$ cat config.mk
export PLATFORM = sky130hd
export DESIGN_NAME = gpio_counter
export DESIGN_NICKNAME = d
export VERILOG_FILES = /design/src/verilog/harness_power_pkg.sv /design/src/verilog/gpio_counter.sv
export SDC_FILE = /design/constraint.sdc
export NUM_CORES = 1
export LEC_CHECK = 0
export ABC_AREA = 1
export CAP_MARGIN = 20
export CORE_MARGIN = 4
export CORE_UTILIZATION = 41
export DETAILED_ROUTE_END_ITERATION = 7
export DONT_BUFFER_PORTS = 1
export GPL_TIMING_DRIVEN = 0
export SYNTH_ARGS = -nofsm -noshare
export SYNTH_HDL_FRONTEND = slang
export SYNTH_SLANG_ARGS = --single-unit
$ cat constraint.sdc
create_clock -name clk_i -period 3.52 [get_ports clk_i]
set_clock_uncertainty 0.05 [all_clocks]
set_input_delay 1.056 -clock clk_i [delete_from_list [all_inputs] [get_ports clk_i]]
set_output_delay 1.056 -clock clk_i [all_outputs]
set_load 0.005 [all_outputs]
$ cat src/verilog/harness_power_pkg.sv
// Power switch emulation and GPIO counter definitions

package harness_power_pkg;

  // Domains in bit order: cpu, peripheral, external
  localparam int unsigned PWR_DOMAINS = 3;
  typedef logic [PWR_DOMAINS-1:0] pwr_vec_t;

  // Cycles from a switch request to its acknowledge
  localparam int unsigned SWITCH_ACK_LATENCY = 16;

  // GPIO edge counter
  localparam int unsigned GPIO_CNT_MAX = 8;
  typedef logic [15:0] cnt_t;

  // Interrupt pending register layout
  localparam int unsigned INTR_GPIO_BIT = 0;
  localparam int unsigned INTR_BITS     = 1;
  typedef logic [INTR_BITS-1:0] intr_vec_t;

endpackage

$ cat src/verilog/gpio_counter.sv
// GPIO rising-edge counter
// Wraps to zero after GPIO_CNT_MAX edges and pulses wrap_o for one cycle

module gpio_counter (
  input  logic                    clk_i,
  input  logic                    reset_i,
  input  logic                    gpio_i,
  output harness_power_pkg::cnt_t cnt_o,
  output logic                    wrap_o
);

  import harness_power_pkg::*;

  logic gpio_q;
  logic rise;
  cnt_t cnt_q;
  logic wrap_q;

  // Input sampled once for edge detection
  assign rise = gpio_i & ~gpio_q;

  always_ff @(posedge clk_i) begin
    if (reset_i) begin
      gpio_q <= 1'b0;
      cnt_q  <= '0;
      wrap_q <= 1'b0;
    end else begin
      gpio_q <= gpio_i;
      wrap_q <= 1'b0;
      if (rise) begin
        if (cnt_q == cnt_t'(GPIO_CNT_MAX - 1)) begin
          cnt_q  <= '0;
          wrap_q <= 1'b1;
        end else begin
          cnt_q <= cnt_q + cnt_t'(1);
        end
      end
    end
  end

  assign cnt_o  = cnt_q;
  assign wrap_o = wrap_q;

endmodule

Word-level counts from Yosys, hierarchy flattened
Index checks and enable logic that the tools add are counted.
{"block": "totals", "word_cells": 11, "ff_bits": 18, "in_bits": 3}
{"block": "classes", "n_bitwise": 3, "n_addsub": 1, "eq_ne": 1, "reduce_logical": 1, "muxes": 2}
{"cell": "16-bit by 1-bit adder with 16-bit output, second input constant", "n": 1}
{"cell": "16-bit by 3-bit == test with 1-bit output, second input constant", "n": 1}
{"cell": "16-bit two-way mux", "n": 1}
{"cell": "1-bit NOT", "n": 2}
{"cell": "2-bit OR reduction", "n": 1}
{"cell": "1-bit bitwise AND", "n": 1}
{"cell": "1-bit two-way mux", "n": 1}

Longest topological paths before layout
{"block": "depth", "depth_word": 4, "mapped_depth": 9, "mapped_depth_nobuf": 9}

Worst setup path before layout
OpenSTA, ideal clock, no wires.
{"block": "synth_timing", "kind": "input to register", "from": "input gpio_i", "to": "register cnt_q[1], in the netlist cnt_o[1]", "setup_time_ps": 116, "path_buffers": 0, "arrival_time_ps": 1684, "path_stages": 7, "slack_ps": 1671, "required_ps": 3354, "cell_sequence": "inv_1 -> nor2_4 -> nand2_2 -> nor2_2 -> nand3_2 -> nand2_1 -> nor3_1"}
{"block": "synth_between", "elab_chain_cells": 1}
{"element": "start, declared", "line_no": "gpio_counter.sv:7", "text": "input logic gpio_i,"}
{"element": "1-bit bitwise AND", "line_no": "gpio_counter.sv:20", "text": "assign rise = gpio_i & ~gpio_q;"}
{"element": "end signal, assigned", "line_no": "gpio_counter.sv:35", "text": "cnt_q <= cnt_q + cnt_t'(1);"}
{"element": "end, declared", "line_no": "gpio_counter.sv:16", "text": "cnt_t cnt_q;"}
No other way between the ends.
A chain may end at the register's enable or synchronous reset.

Worst setup path in the final report
{"block": "layout_timing", "from": "register cnt_q[8], in the netlist cnt_o[8]", "to": "output cnt_o[8]"}
{"element": "end, declared", "line_no": "gpio_counter.sv:8", "text": "output harness_power_pkg::cnt_t cnt_o,"}
No word-level cell between the ends.

==> reports/results.ini <==
[outcome]
status = complete, no violations

[die]
rows = 17
fp.dieW_um = 57.0
die_h_um = 57.0
die-area_um2 = 3250
start_util = 0.437
io_pins = 20
core_area_um2 = 2250

[worst_setup_path]
worstPathRequired_ps = 2410
cp-startpoint = cnt_o[8]
startpoint_type = flop
ff2ff_path_depth = 8
arrival_ps = 780
ff2ff_setup_slack_ps = 1980
cp_max_fo = 7
endpoint = cnt_o[8]
r2r-start = cnt_o[0]
worst-path-stages = 0
timing.rr.end = cnt_o[1]
critPathKind = flop to output pin
end_kind = output pin

[final_layout]
diodes = 0
final_common_cell = nor2_1
final_cell_mix = nor2_1, nand2_1, dfxtp_1
nNetsFinal = 152
drive_gt1_frac = 0.178
finalNonFillerCells = 174
fin_area_um2 = 1040
area_delta_synth_final_pct = 5.84
num-fill-cells = 253

[routing]
ant_nets = 0
drtPass1Iterations = 4
viasPerCell = 4.88
drc = 0
initialDrtViolationCount = 22
drt_wl_total_mm = 2.05
vias = 849
wire_per_inst_um = 11.8

[sta]
finalWorstSetupSlack_ps = 1630
drv_slew = 0
tns_ps = 0
worstMarginPinSlew_ps = 425
max_freq_mhz = 529
slew_headroom = 0.717
final-hold-violation-count = 0
rsz0062_at_grt = no
min_period_over_period = 0.537
min_period_ps = 1890
setup-violations-final = 0

[synth]
syn_inst = 143
yosys_warnings = 0
ys_ff_latch = 18
synth_area_um2 = 986
synth_fp_nets = 147
synth_cell_types = 25
yosysSeqAreaShare = 0.365
postSynthAreaPerCell_um2 = 6.89

[power_and_ir_drop]
finalPower_mw = 0.331
ir_worst_vdd_mv = 0.182
p_leak_nw = 0.434
p_per_area_nw_per_um2 = 317

[clock_network]
clockRootBuffer = clkbuf_4
cts_hold_buf = 0
cts_resized = 0
cts.htree.levels = 1
cts_setup_buffers = 0
numClockSinks = 18
cts.clk_slew.worst_paths_ps = 110
cts_tree = yes
cts_buffers = 3
clock_path_buffers = 2
clk_latency_ps = 300

[global_routing]
grt_antenna_before_repair = 0
grt_use_total = 0.137
grt_pass1_wl_mm = 3.55
first_global_vias = 785
grt_overflow = 0
grt_max_degree = 11

[placement]
gp_congestion = 0.749
dp_cells = 171
place_area_um2 = 1020
io_buffers = 0
place_ws_ps = 1470
dpl.hpwl_mm = 1.55

[worst_hold_path]
hold_class = flop to flop
hp-start = cnt_o[0]

[run]
maxCapViolCount = 0

-- cell families (layout without fill, tap and decap cells) --
group,after synthesis,after routing,synth area share
DFF,18,18,0.365
and+or+nand+nor,87,87,0.431
AOI/OAI and AO/OA,10,10,0.0622
buffers and inverters,22,25,0.0838
xor gates and xnor gates,5,5,0.0444
adders and majority gates,1,1,0.0127
-- report_power, final --
group          switching, mW  internal (mW)  total, mW
clock                 0.0652         0.0398      0.105
combinational        0.00997        0.00525     0.0152
sequential           0.00416          0.206      0.210
-- sequential cells by signal (all words and copies together) (netlist names) --
| register | cells |
|---|---|
| gpio_q | 1 |
| wrap_o | 1 |
| cnt_o | 16 |
-- cells in the mapped netlist --
| master | count | share of area |
|---|---|---|
| a211oi_1 | 1 | 0.0076 |
| a21o_1 | 1 | 0.0076 |
| a21oi_1 | 4 | 0.020 |
| clkbuf_1 | 1 | 0.0038 |
| dfxtp_1 | 18 | 0.37 |
| ha_1 | 1 | 0.013 |
| inv_1 | 14 | 0.053 |
| inv_2 | 7 | 0.027 |
| nand2_1 | 22 | 0.084 |
| nand2_2 | 4 | 0.025 |
| nand2_4 | 1 | 0.011 |
| nand3_1 | 16 | 0.081 |
| nand3_2 | 2 | 0.020 |
| nand4_1 | 1 | 0.0063 |
| nor2_1 | 29 | 0.11 |
| nor2_2 | 3 | 0.019 |
| nor2_4 | 4 | 0.046 |
| nor3_1 | 3 | 0.015 |
| o21ai_0 | 2 | 0.010 |
| o21ai_2 | 1 | 0.0089 |
| o21bai_1 | 1 | 0.0076 |
| or2_1 | 1 | 0.0063 |
| or2_2 | 1 | 0.0063 |
| xnor2_1 | 1 | 0.0089 |
| xor2_1 | 4 | 0.036 |
-- routing by layer --
layer,part of all wire,global-route usage,vias to the layer above
li1,-,-,454
met1,0.50,0.174,376
met3,0.062,0.0520,2
met5,0,0,-
met2,0.42,0.206,17
met4,0.0088,0.0596,0
-- area by class of cell --
| cell class | count | area, um2 | share of cell area |
|---|---|---|---|
| Inverter | 21 | 78.8 | 0.0755 |
| Sequential cell | 18 | 360 | 0.345 |
| Clock buffer | 3 | 22.5 | 0.0216 |
| Buffer | 1 | 3.75 | 0.00360 |
| Tap cell | 28 | 35.0 | 0.0336 |
| Multi-Input combinational cell | 103 | 543 | 0.520 |
-- how the worst min path moves through the flow --
stage                endpoint  cells past startpoint  slack (ps)
floorplan            cnt_o[0]                      2         460
global placement     cnt_o[0]                      2         500
detailed placement  cnt_o[14]                      2         510
CTS                 cnt_o[14]                      2         530
global route         cnt_o[0]                      2         550
finish               cnt_o[0]                      2         520
-- stage by stage --
stage                     hold WS (ps)   util
after detailed placement           514  0.453
final                              524  0.463
after CTS                          526  0.463
after global routing               555  0.463
after floorplan                    455      -
after global placement             499  0.453
(Power assumes the default switching activity.)
