<file path="config.mk">
export PLATFORM = sky130hd
export DESIGN_NAME = periph_ctrl
export DESIGN_NICKNAME = d
export VERILOG_FILES = /design/src/verilog/harness_power_pkg.sv /design/src/verilog/harness_bus_pkg.sv /design/src/verilog/periph_ctrl.sv
export SDC_FILE = /design/constraint.sdc
export NUM_CORES = 1
export LEC_CHECK = 0
export BUFFER_PORTS_ARGS = -buffer_cell sky130_fd_sc_hd__buf_2
export CAP_MARGIN = 20
export CORE_ASPECT_RATIO = 0.6
export CORE_UTILIZATION = 30
export CTS_BUF_LIST = sky130_fd_sc_hd__clkbuf_8
export DETAILED_ROUTE_END_ITERATION = 10
export PLACE_DENSITY = 0.78
export SYNTH_ARGS = -nofsm -noshare
export SYNTH_HDL_FRONTEND = slang
export SYNTH_SLANG_ARGS = --single-unit
export TNS_END_PERCENT = 100
</file>
<file path="constraint.sdc">
create_clock -name clk_i -period 1.1 [get_ports clk_i]
set_input_delay 0 -clock clk_i [delete_from_list [all_inputs] [get_ports clk_i]]
set_output_delay 0 -clock clk_i [all_outputs]
set_load 0.05 [all_outputs]
</file>
<file path="src/verilog/harness_power_pkg.sv">
// Power switch emulation and GPIO counter definitions

package harness_power_pkg;

  // Domains in bit order: cpu, peripheral, external
  localparam int unsigned PWR_DOMAINS = 3;
  typedef logic [PWR_DOMAINS-1:0] pwr_vec_t;

  // Cycles from a switch request to its acknowledge
  localparam int unsigned SWITCH_ACK_LATENCY = 16;

  // GPIO edge counter
  localparam int unsigned GPIO_CNT_MAX = 8;
  typedef logic [15:0] cnt_t;

  // Interrupt pending register layout
  localparam int unsigned INTR_GPIO_BIT = 0;
  localparam int unsigned INTR_BITS     = 1;
  typedef logic [INTR_BITS-1:0] intr_vec_t;

endpackage

</file>
<file path="src/verilog/harness_bus_pkg.sv">
// Harness register bus definitions
// Widths, address map and the read response word

package harness_bus_pkg;

  // --------------------------------------------------------------------------
  // Bus widths
  // --------------------------------------------------------------------------
  localparam int unsigned ADDR_W = 16;
  localparam int unsigned DATA_W = 32;
  localparam int unsigned BE_W   = DATA_W / 8;

  typedef logic [ADDR_W-1:0] addr_t;
  typedef logic [DATA_W-1:0] data_t;
  typedef logic [BE_W-1:0]   be_t;

  // --------------------------------------------------------------------------
  // Address map
  // --------------------------------------------------------------------------
  // Slow memory occupies 0x0000 to 0x0FFF
  localparam int unsigned MEM_WORDS  = 1024;
  localparam int unsigned MEM_ADDR_W = $clog2(MEM_WORDS);
  typedef logic [MEM_ADDR_W-1:0] mem_addr_t;

  // Harness register window, 4 KiB wide
  localparam addr_t REG_BASE       = 16'h1000;
  localparam addr_t REG_PWR_CTRL   = 16'h1000;
  localparam addr_t REG_PWR_STATUS = 16'h1004;
  localparam addr_t REG_INTR       = 16'h1008;
  localparam addr_t REG_GPIO_CNT   = 16'h100C;

  // --------------------------------------------------------------------------
  // Read response path
  // --------------------------------------------------------------------------
  localparam int unsigned RSP_PIPE_DEPTH = 2;
  // One stage in the control block plus the response delay line
  localparam int unsigned READ_LATENCY   = 1 + RSP_PIPE_DEPTH;

  typedef struct packed {
    logic  valid;
    data_t data;
  } rsp_t;

endpackage
</file>
<file path="src/verilog/periph_ctrl.sv">
// Peripheral control block of the harness
// Decodes bus requests to memory or registers, emulates power switches
// and builds the read response

module periph_ctrl (
  input  logic                          clk_i,
  input  logic                          reset_i,
  // Register bus
  input  logic                          req_i,
  input  logic                          we_i,
  input  harness_bus_pkg::addr_t        addr_i,
  input  harness_bus_pkg::data_t        wdata_i,
  input  harness_bus_pkg::be_t          be_i,
  // Slow memory
  output logic                          mem_req_o,
  output logic                          mem_we_o,
  output harness_bus_pkg::mem_addr_t    mem_addr_o,
  output harness_bus_pkg::data_t        mem_wdata_o,
  output harness_bus_pkg::be_t          mem_be_o,
  input  harness_bus_pkg::data_t        mem_rdata_i,
  // Power switches
  output harness_power_pkg::pwr_vec_t   switch_n_o,
  input  harness_power_pkg::pwr_vec_t   ack_n_i,
  // GPIO counter
  input  harness_power_pkg::cnt_t       gpio_cnt_i,
  input  logic                          gpio_wrap_i,
  // Outputs
  output logic                          intr_o,
  output harness_bus_pkg::rsp_t         rsp_o
);

  import harness_bus_pkg::*;
  import harness_power_pkg::*;

  typedef enum logic [1:0] {
    TGT_NONE,
    TGT_MEM,
    TGT_REG
  } target_e;

  logic      is_mem;
  logic      is_reg;
  logic      reg_wr;
  data_t     reg_rdata;
  pwr_vec_t  switch_n_q;
  intr_vec_t intr_pending_q;
  logic      rd_valid_q;
  target_e   rd_target_q;
  data_t     reg_rdata_q;

  // --------------------------------------------------------------------------
  // Address decode
  // --------------------------------------------------------------------------
  assign is_mem = (addr_i[ADDR_W-1:MEM_ADDR_W+2] == '0);
  assign is_reg = (addr_i[ADDR_W-1:12] == REG_BASE[ADDR_W-1:12]);
  assign reg_wr = req_i & we_i & is_reg & be_i[0];

  // Memory requests pass straight through
  assign mem_req_o   = req_i & is_mem;
  assign mem_we_o    = we_i;
  assign mem_addr_o  = addr_i[MEM_ADDR_W+1:2];
  assign mem_wdata_o = wdata_i;
  assign mem_be_o    = be_i;

  // --------------------------------------------------------------------------
  // Harness registers
  // --------------------------------------------------------------------------
  always_ff @(posedge clk_i) begin
    if (reset_i) begin
      switch_n_q     <= '0;
      intr_pending_q <= '0;
    end else begin
      if (reg_wr && addr_i == REG_PWR_CTRL) begin
        switch_n_q <= wdata_i[PWR_DOMAINS-1:0];
      end
      // Write 1 clears; a wrap in the same cycle wins
      if (reg_wr && addr_i == REG_INTR) begin
        intr_pending_q <= intr_pending_q & ~wdata_i[INTR_BITS-1:0];
      end
      if (gpio_wrap_i) begin
        intr_pending_q[INTR_GPIO_BIT] <= 1'b1;
      end
    end
  end

  assign switch_n_o = switch_n_q;
  assign intr_o     = |intr_pending_q;

  // Register read mux, unmapped offsets read as zero
  always_comb begin
    reg_rdata = '0;
    case (addr_i)
      REG_PWR_CTRL:   reg_rdata[PWR_DOMAINS-1:0] = switch_n_q;
      REG_PWR_STATUS: reg_rdata[PWR_DOMAINS-1:0] = ack_n_i;
      REG_INTR:       reg_rdata[INTR_BITS-1:0] = intr_pending_q;
      REG_GPIO_CNT:   reg_rdata[$bits(cnt_t)-1:0] = gpio_cnt_i;
      default:        reg_rdata = '0;
    endcase
  end

  // --------------------------------------------------------------------------
  // Read response stage
  // --------------------------------------------------------------------------
  always_ff @(posedge clk_i) begin
    if (reset_i) begin
      rd_valid_q  <= 1'b0;
      rd_target_q <= TGT_NONE;
    end else begin
      rd_valid_q  <= req_i & ~we_i;
      rd_target_q <= is_mem ? TGT_MEM : (is_reg ? TGT_REG : TGT_NONE);
    end
  end

  always_ff @(posedge clk_i) begin
    reg_rdata_q <= reg_rdata;
  end

  // Memory data lands in the same cycle as the registered target
  always_comb begin
    rsp_o.valid = rd_valid_q;
    case (rd_target_q)
      TGT_MEM: rsp_o.data = mem_rdata_i;
      TGT_REG: rsp_o.data = reg_rdata_q;
      default: rsp_o.data = '0;
    endcase
  end

endmodule

</file>
After elaboration in Yosys (flattened, before gate mapping)
Index checks and enable logic that the tools add are counted.

Equality and inequality tests: 7. Mux-type cells: 7. Bitwise operators: 8. Reductions and logical operators: 5.

Operator list (number): == test 16 x 13 -> 1 bit (second input constant) (4); case mux 32 bit (2 select lines) (1); bitwise AND 1 bit (6); case mux 2 bit (3 select lines) (1); == test 4 x 1 -> 1 bit (second input constant) (1); zero test 4 bit (1); case mux 1 bit (4 select lines) (1); two-way mux 1 bit (3); == test 2 x 1 -> 1 bit (second input constant) (1); == test 2 bit (second input constant) (1); logical AND 1 bit (2); two-way mux 2 bit (1); inverter 1 bit (2); nonzero test 2 bit (1); OR reduction 2 bit (1).

Register bits after elaboration: 23. Input bits: 108. Logic and storage cells: 34.

Longest topological paths before layout
Depth after elaboration: 6. Gate-level depth with buffers: 6. Mapped depth without buffers: 4.

Worst setup path after synthesis
Ideal clock, no wire load.

Path type: register to output. Start: register rd_target_q[0]. End: output rsp_o[10] (netlist bit). Arrival time: 1742 ps. Data required time: 1100 ps. Slack: -642 ps. Cell stages (with the launch flop): 7. Path buffers: 2. Cell sequence: dfxtp_1 -> inv_1 -> ha_1 -> clkbuf_1 -> clkbuf_1 -> a22oi_1 -> nor2_1.

RTL lines: from (decl) (line periph_ctrl.sv:48) `target_e rd_target_q;`; from (signal assigned) (line periph_ctrl.sv:110) `rd_target_q <= is_mem ? TGT_MEM : (is_reg ? TGT_REG : TGT_NONE);`; to (decl) (line periph_ctrl.sv:29) `output harness_bus_pkg::rsp_t rsp_o`.

==> results.md <==
* Outcome: complete, but fails checks
* Failing checks: design-rule violations, negative setup slack
* Clock share of power at 27.5%
* Total inserted antenna cells at 0
* Synth Register Bits at 23
* Routability cong. at 0.773
* Ys async rst share at 0%
* Hold WS at 0.0000193 ns
* Net Switching at 0.000581 W
* Ports at 193
* Std-Cell Rows at 20
* Critical path type: flip-flop to output pin
* Slowest stage cell, crit path: dfxtp_2
* Critical Path RT at 1.10 ns
* FMAX at 687 MHz
* Min-Delay Path Depth at 0
* Max-Cap Viols at 0
* Synthesized area at 1580 µm²
* Final setup viols at 32
* Tot Pwr at 0.00191 W
* Ys flop type: dfxtp_1
* Fill count at 441
* EDFF count, synth at 0
* Grt met2 use at 32.4%
* Register area share after synthesis at 29.2%
* Levels on crit path at 6
* Starting Density at 31.2%
* DR vias at 1600
* Worst-margin pin slew at 0.347 ns
* Die Ht at 58.2 µm
* CP peak stage delay at 0.37 ns
* Part of the power in registers at 43.8%
* Cell family with most CP delay: flip-flops
* Int Pwr at 0.00133 W
* DRT iter0 DRCs at 44
* Total track usage at 18.0%
* Worst Hold Launch: wdata_i[8]
* Peak supply drop at 0.565 mV
* Nets at 397
* Ys Warns at 0
* Final period util at 132%
* Die X at 95.6 µm
* CTS sink count at 23
* Clk_lat worst skew at 0.26 ns
* CTS Buffer Depth at 2
* Final WS setup at -0.356 ns
* Root Driver: clkbuf_8
* GRT busiest layer: met2
* HP Class: input pin to output pin
* WL final at 5.05 mm
* CTS Buf Count at 3
* DR vias/cell at 4.55
* Yosys cell types at 27
* Critical-path cell list: inv_2, ha_4, buf_12, a22oi_2, nor2_4, buf_8
* Power Dens Cells at 672 nW/µm²
* Crit path DAT at 1.46 ns
* Clock Pin Slew Worst Setup and Hold Paths at 0.09 ns
* First-pass GRT wire length at 7.50 mm
* Core Area at 5050 µm²
* DRC viols at 1
* Unrepaired setup endpoints after global routing: true
* Power share of the combinational group at 28.7%
* Wire per inst at 14.3 µm
* Tmin final at 1.46 ns
* Syn nets at 292
* Critical R2R Launch: switch_n_o[0]
* Final Max Tran Viols at 0
* CTS tree: done
* Worst reg-to-reg path cell count at 2
* Antenna violations before repair at 0
* LEAKAGE at 1.22 nW
* Number of global-route vias before repair at 1624
* Final HPWL DP at 3.42 mm
* Htree depth at 1
* ANT nets after route at 0
* Worst setup SP type: flip-flop
* Switching share of total power at 30.5%
* Crit path buf inv count at 3
* Clock skew at 0.00263 ns
* Syn Area/Cell at 8.67 µm²
* Gate Count Post-Synth at 182
* Final Hold Fails at 0
* Met1 Use GR at 21.0%
* Port Buffers at 128
* Worst slew margin at 76.6%
* Grt met3 use at 6.04%
* First-pass detailed-route iteration total at 7
* Crit path capture type: output pin
* Layout cells sized above 1 at 73.4%
* Maximum fanout along the worst path at 7
* Layout area overhead at 79.9%
* Largest net degree at the start of global routing at 17
* Total grt overflow at 0
* Crit path from: rd_target_q[1]
* Die area at 5560 µm²
[cell families (layout without fill, tap and decap cells)]
kind of cell	after synthesis	in the layout	synth area share [%]
fa+ha+maj	2	2	1.59
simple gates	73	73	30.1
mux	6	6	4.76
compound gates	18	18	8.56
buf+inv	60	164	25.9
flops	23	23	29.2
[Yosys cell counts, types with 2 or more instances]
cell type   n  area (µm²)
nor2_1     21        78.8
mux2i_1     3        30.0
dfxtp_1    23         460
clkbuf_1    8        30.0
and2_1     30         188
buf_4      48         360
inv_1       2        7.51
nor3_1      2        10.0
nor4_4      2        42.5
mux2_2      2        22.5
nand2b_1    6        37.5
nor2b_1     2        12.5
ha_1        2        25.0
a22oi_1    18         135
[timing repair]
item	4_1_cts	5_1_grt
buffers inserted	0	2
endpoints found under the setup margin	32	35
cloned	2	1
pin swaps	10	20
hold endpoints to repair	16	0
resized for setup	84	23
hold buffers	16	0
[layout make-up]
type / count / area, µm² / area share (%)
clock buffers: 3 / 41.3 / 1.46
clock inverters: 1 / 3.75 / 0.132
inverters: 2 / 7.51 / 0.265
multi-input cells: 99 / 963 / 34.0
flip-flops and latches: 23 / 473 / 16.7
well taps: 66 / 82.6 / 2.91
repair buffers: 158 / 1270 / 44.6
[per-stage QoR]
stage	cell area (µm²)	setup TNS, ns	worst slack [ns]	cells	util (%)
5_1_grt	2840	-11.53	-0.418	352	56.1
2_1_floorplan	1780	-1.84	-0.141	182	-
3_3_place_gp	2190	-4.41	-0.192	328	43.2
4_1_cts	2730	-10.26	-0.398	350	54.1
3_5_place_dp	2190	-5.87	-0.275	328	43.2
6_report	2840	-9.59	-0.356	352	56.1
[path summary, 6_finish.rpt]
kind                     to  slack [ns]
max               rsp_o[10]       -0.36
min          mem_wdata_o[8]     0.00002
max reg2reg  reg_rdata_q[0]        0.05
min reg2reg   switch_n_o[0]        0.51
[worst reg2reg max path: stages, from the launching register on]
cell and delay (ns):
dfxtp_4 0.35, mux4_2 0.44, and2b_1 0.16
[routing by layer]
metal | part of all wire, % | vias to the layer above
met5 | 0 | -
met4 | 0.079 | 0
met3 | 6.9 | 2
met2 | 50 | 82
met1 | 43 | 752
li1 | - | 764
[sequential cells by signal (all words and copies together), names as in the netlist]
name	cells
rd_valid_q	1
rd_target_q	2
intr_o	1
switch_n_o	3
reg_rdata_q	16
[placed cells by master (no fill, tap or decap), types with 2 or more instances in the layout]
cell	count
dlygate4sd3_1	16
buf_8	13
clkbuf_8	3
buf_4	6
nor2_4	14
nor2b_1	2
a22oi_1	2
nand2b_1	6
and2_4	8
nor4_4	3
a22oi_2	16
buf_12	4
dfxtp_4	3
inv_2	2
nor3_1	2
nor2_2	3
ha_4	2
nor2_1	5
mux2i_1	3
and2_2	8
buf_6	20
and2_1	14
dfxtp_1	19
buf_16	2
mux2_2	2
buf_2	96
[power groups by stage]
stage	Combinational, W	Sequential, W	Clock [W]
after floorplan	0.000590	0.000865	0
after global placement	0.000449	0.000856	0
after detailed placement	0.000457	0.000857	0
after CTS	0.000536	0.000838	0.000548
after global routing	0.000579	0.000837	0.000599
final	0.000547	0.000836	0.000524
Power figures use the tool's default switching activity.
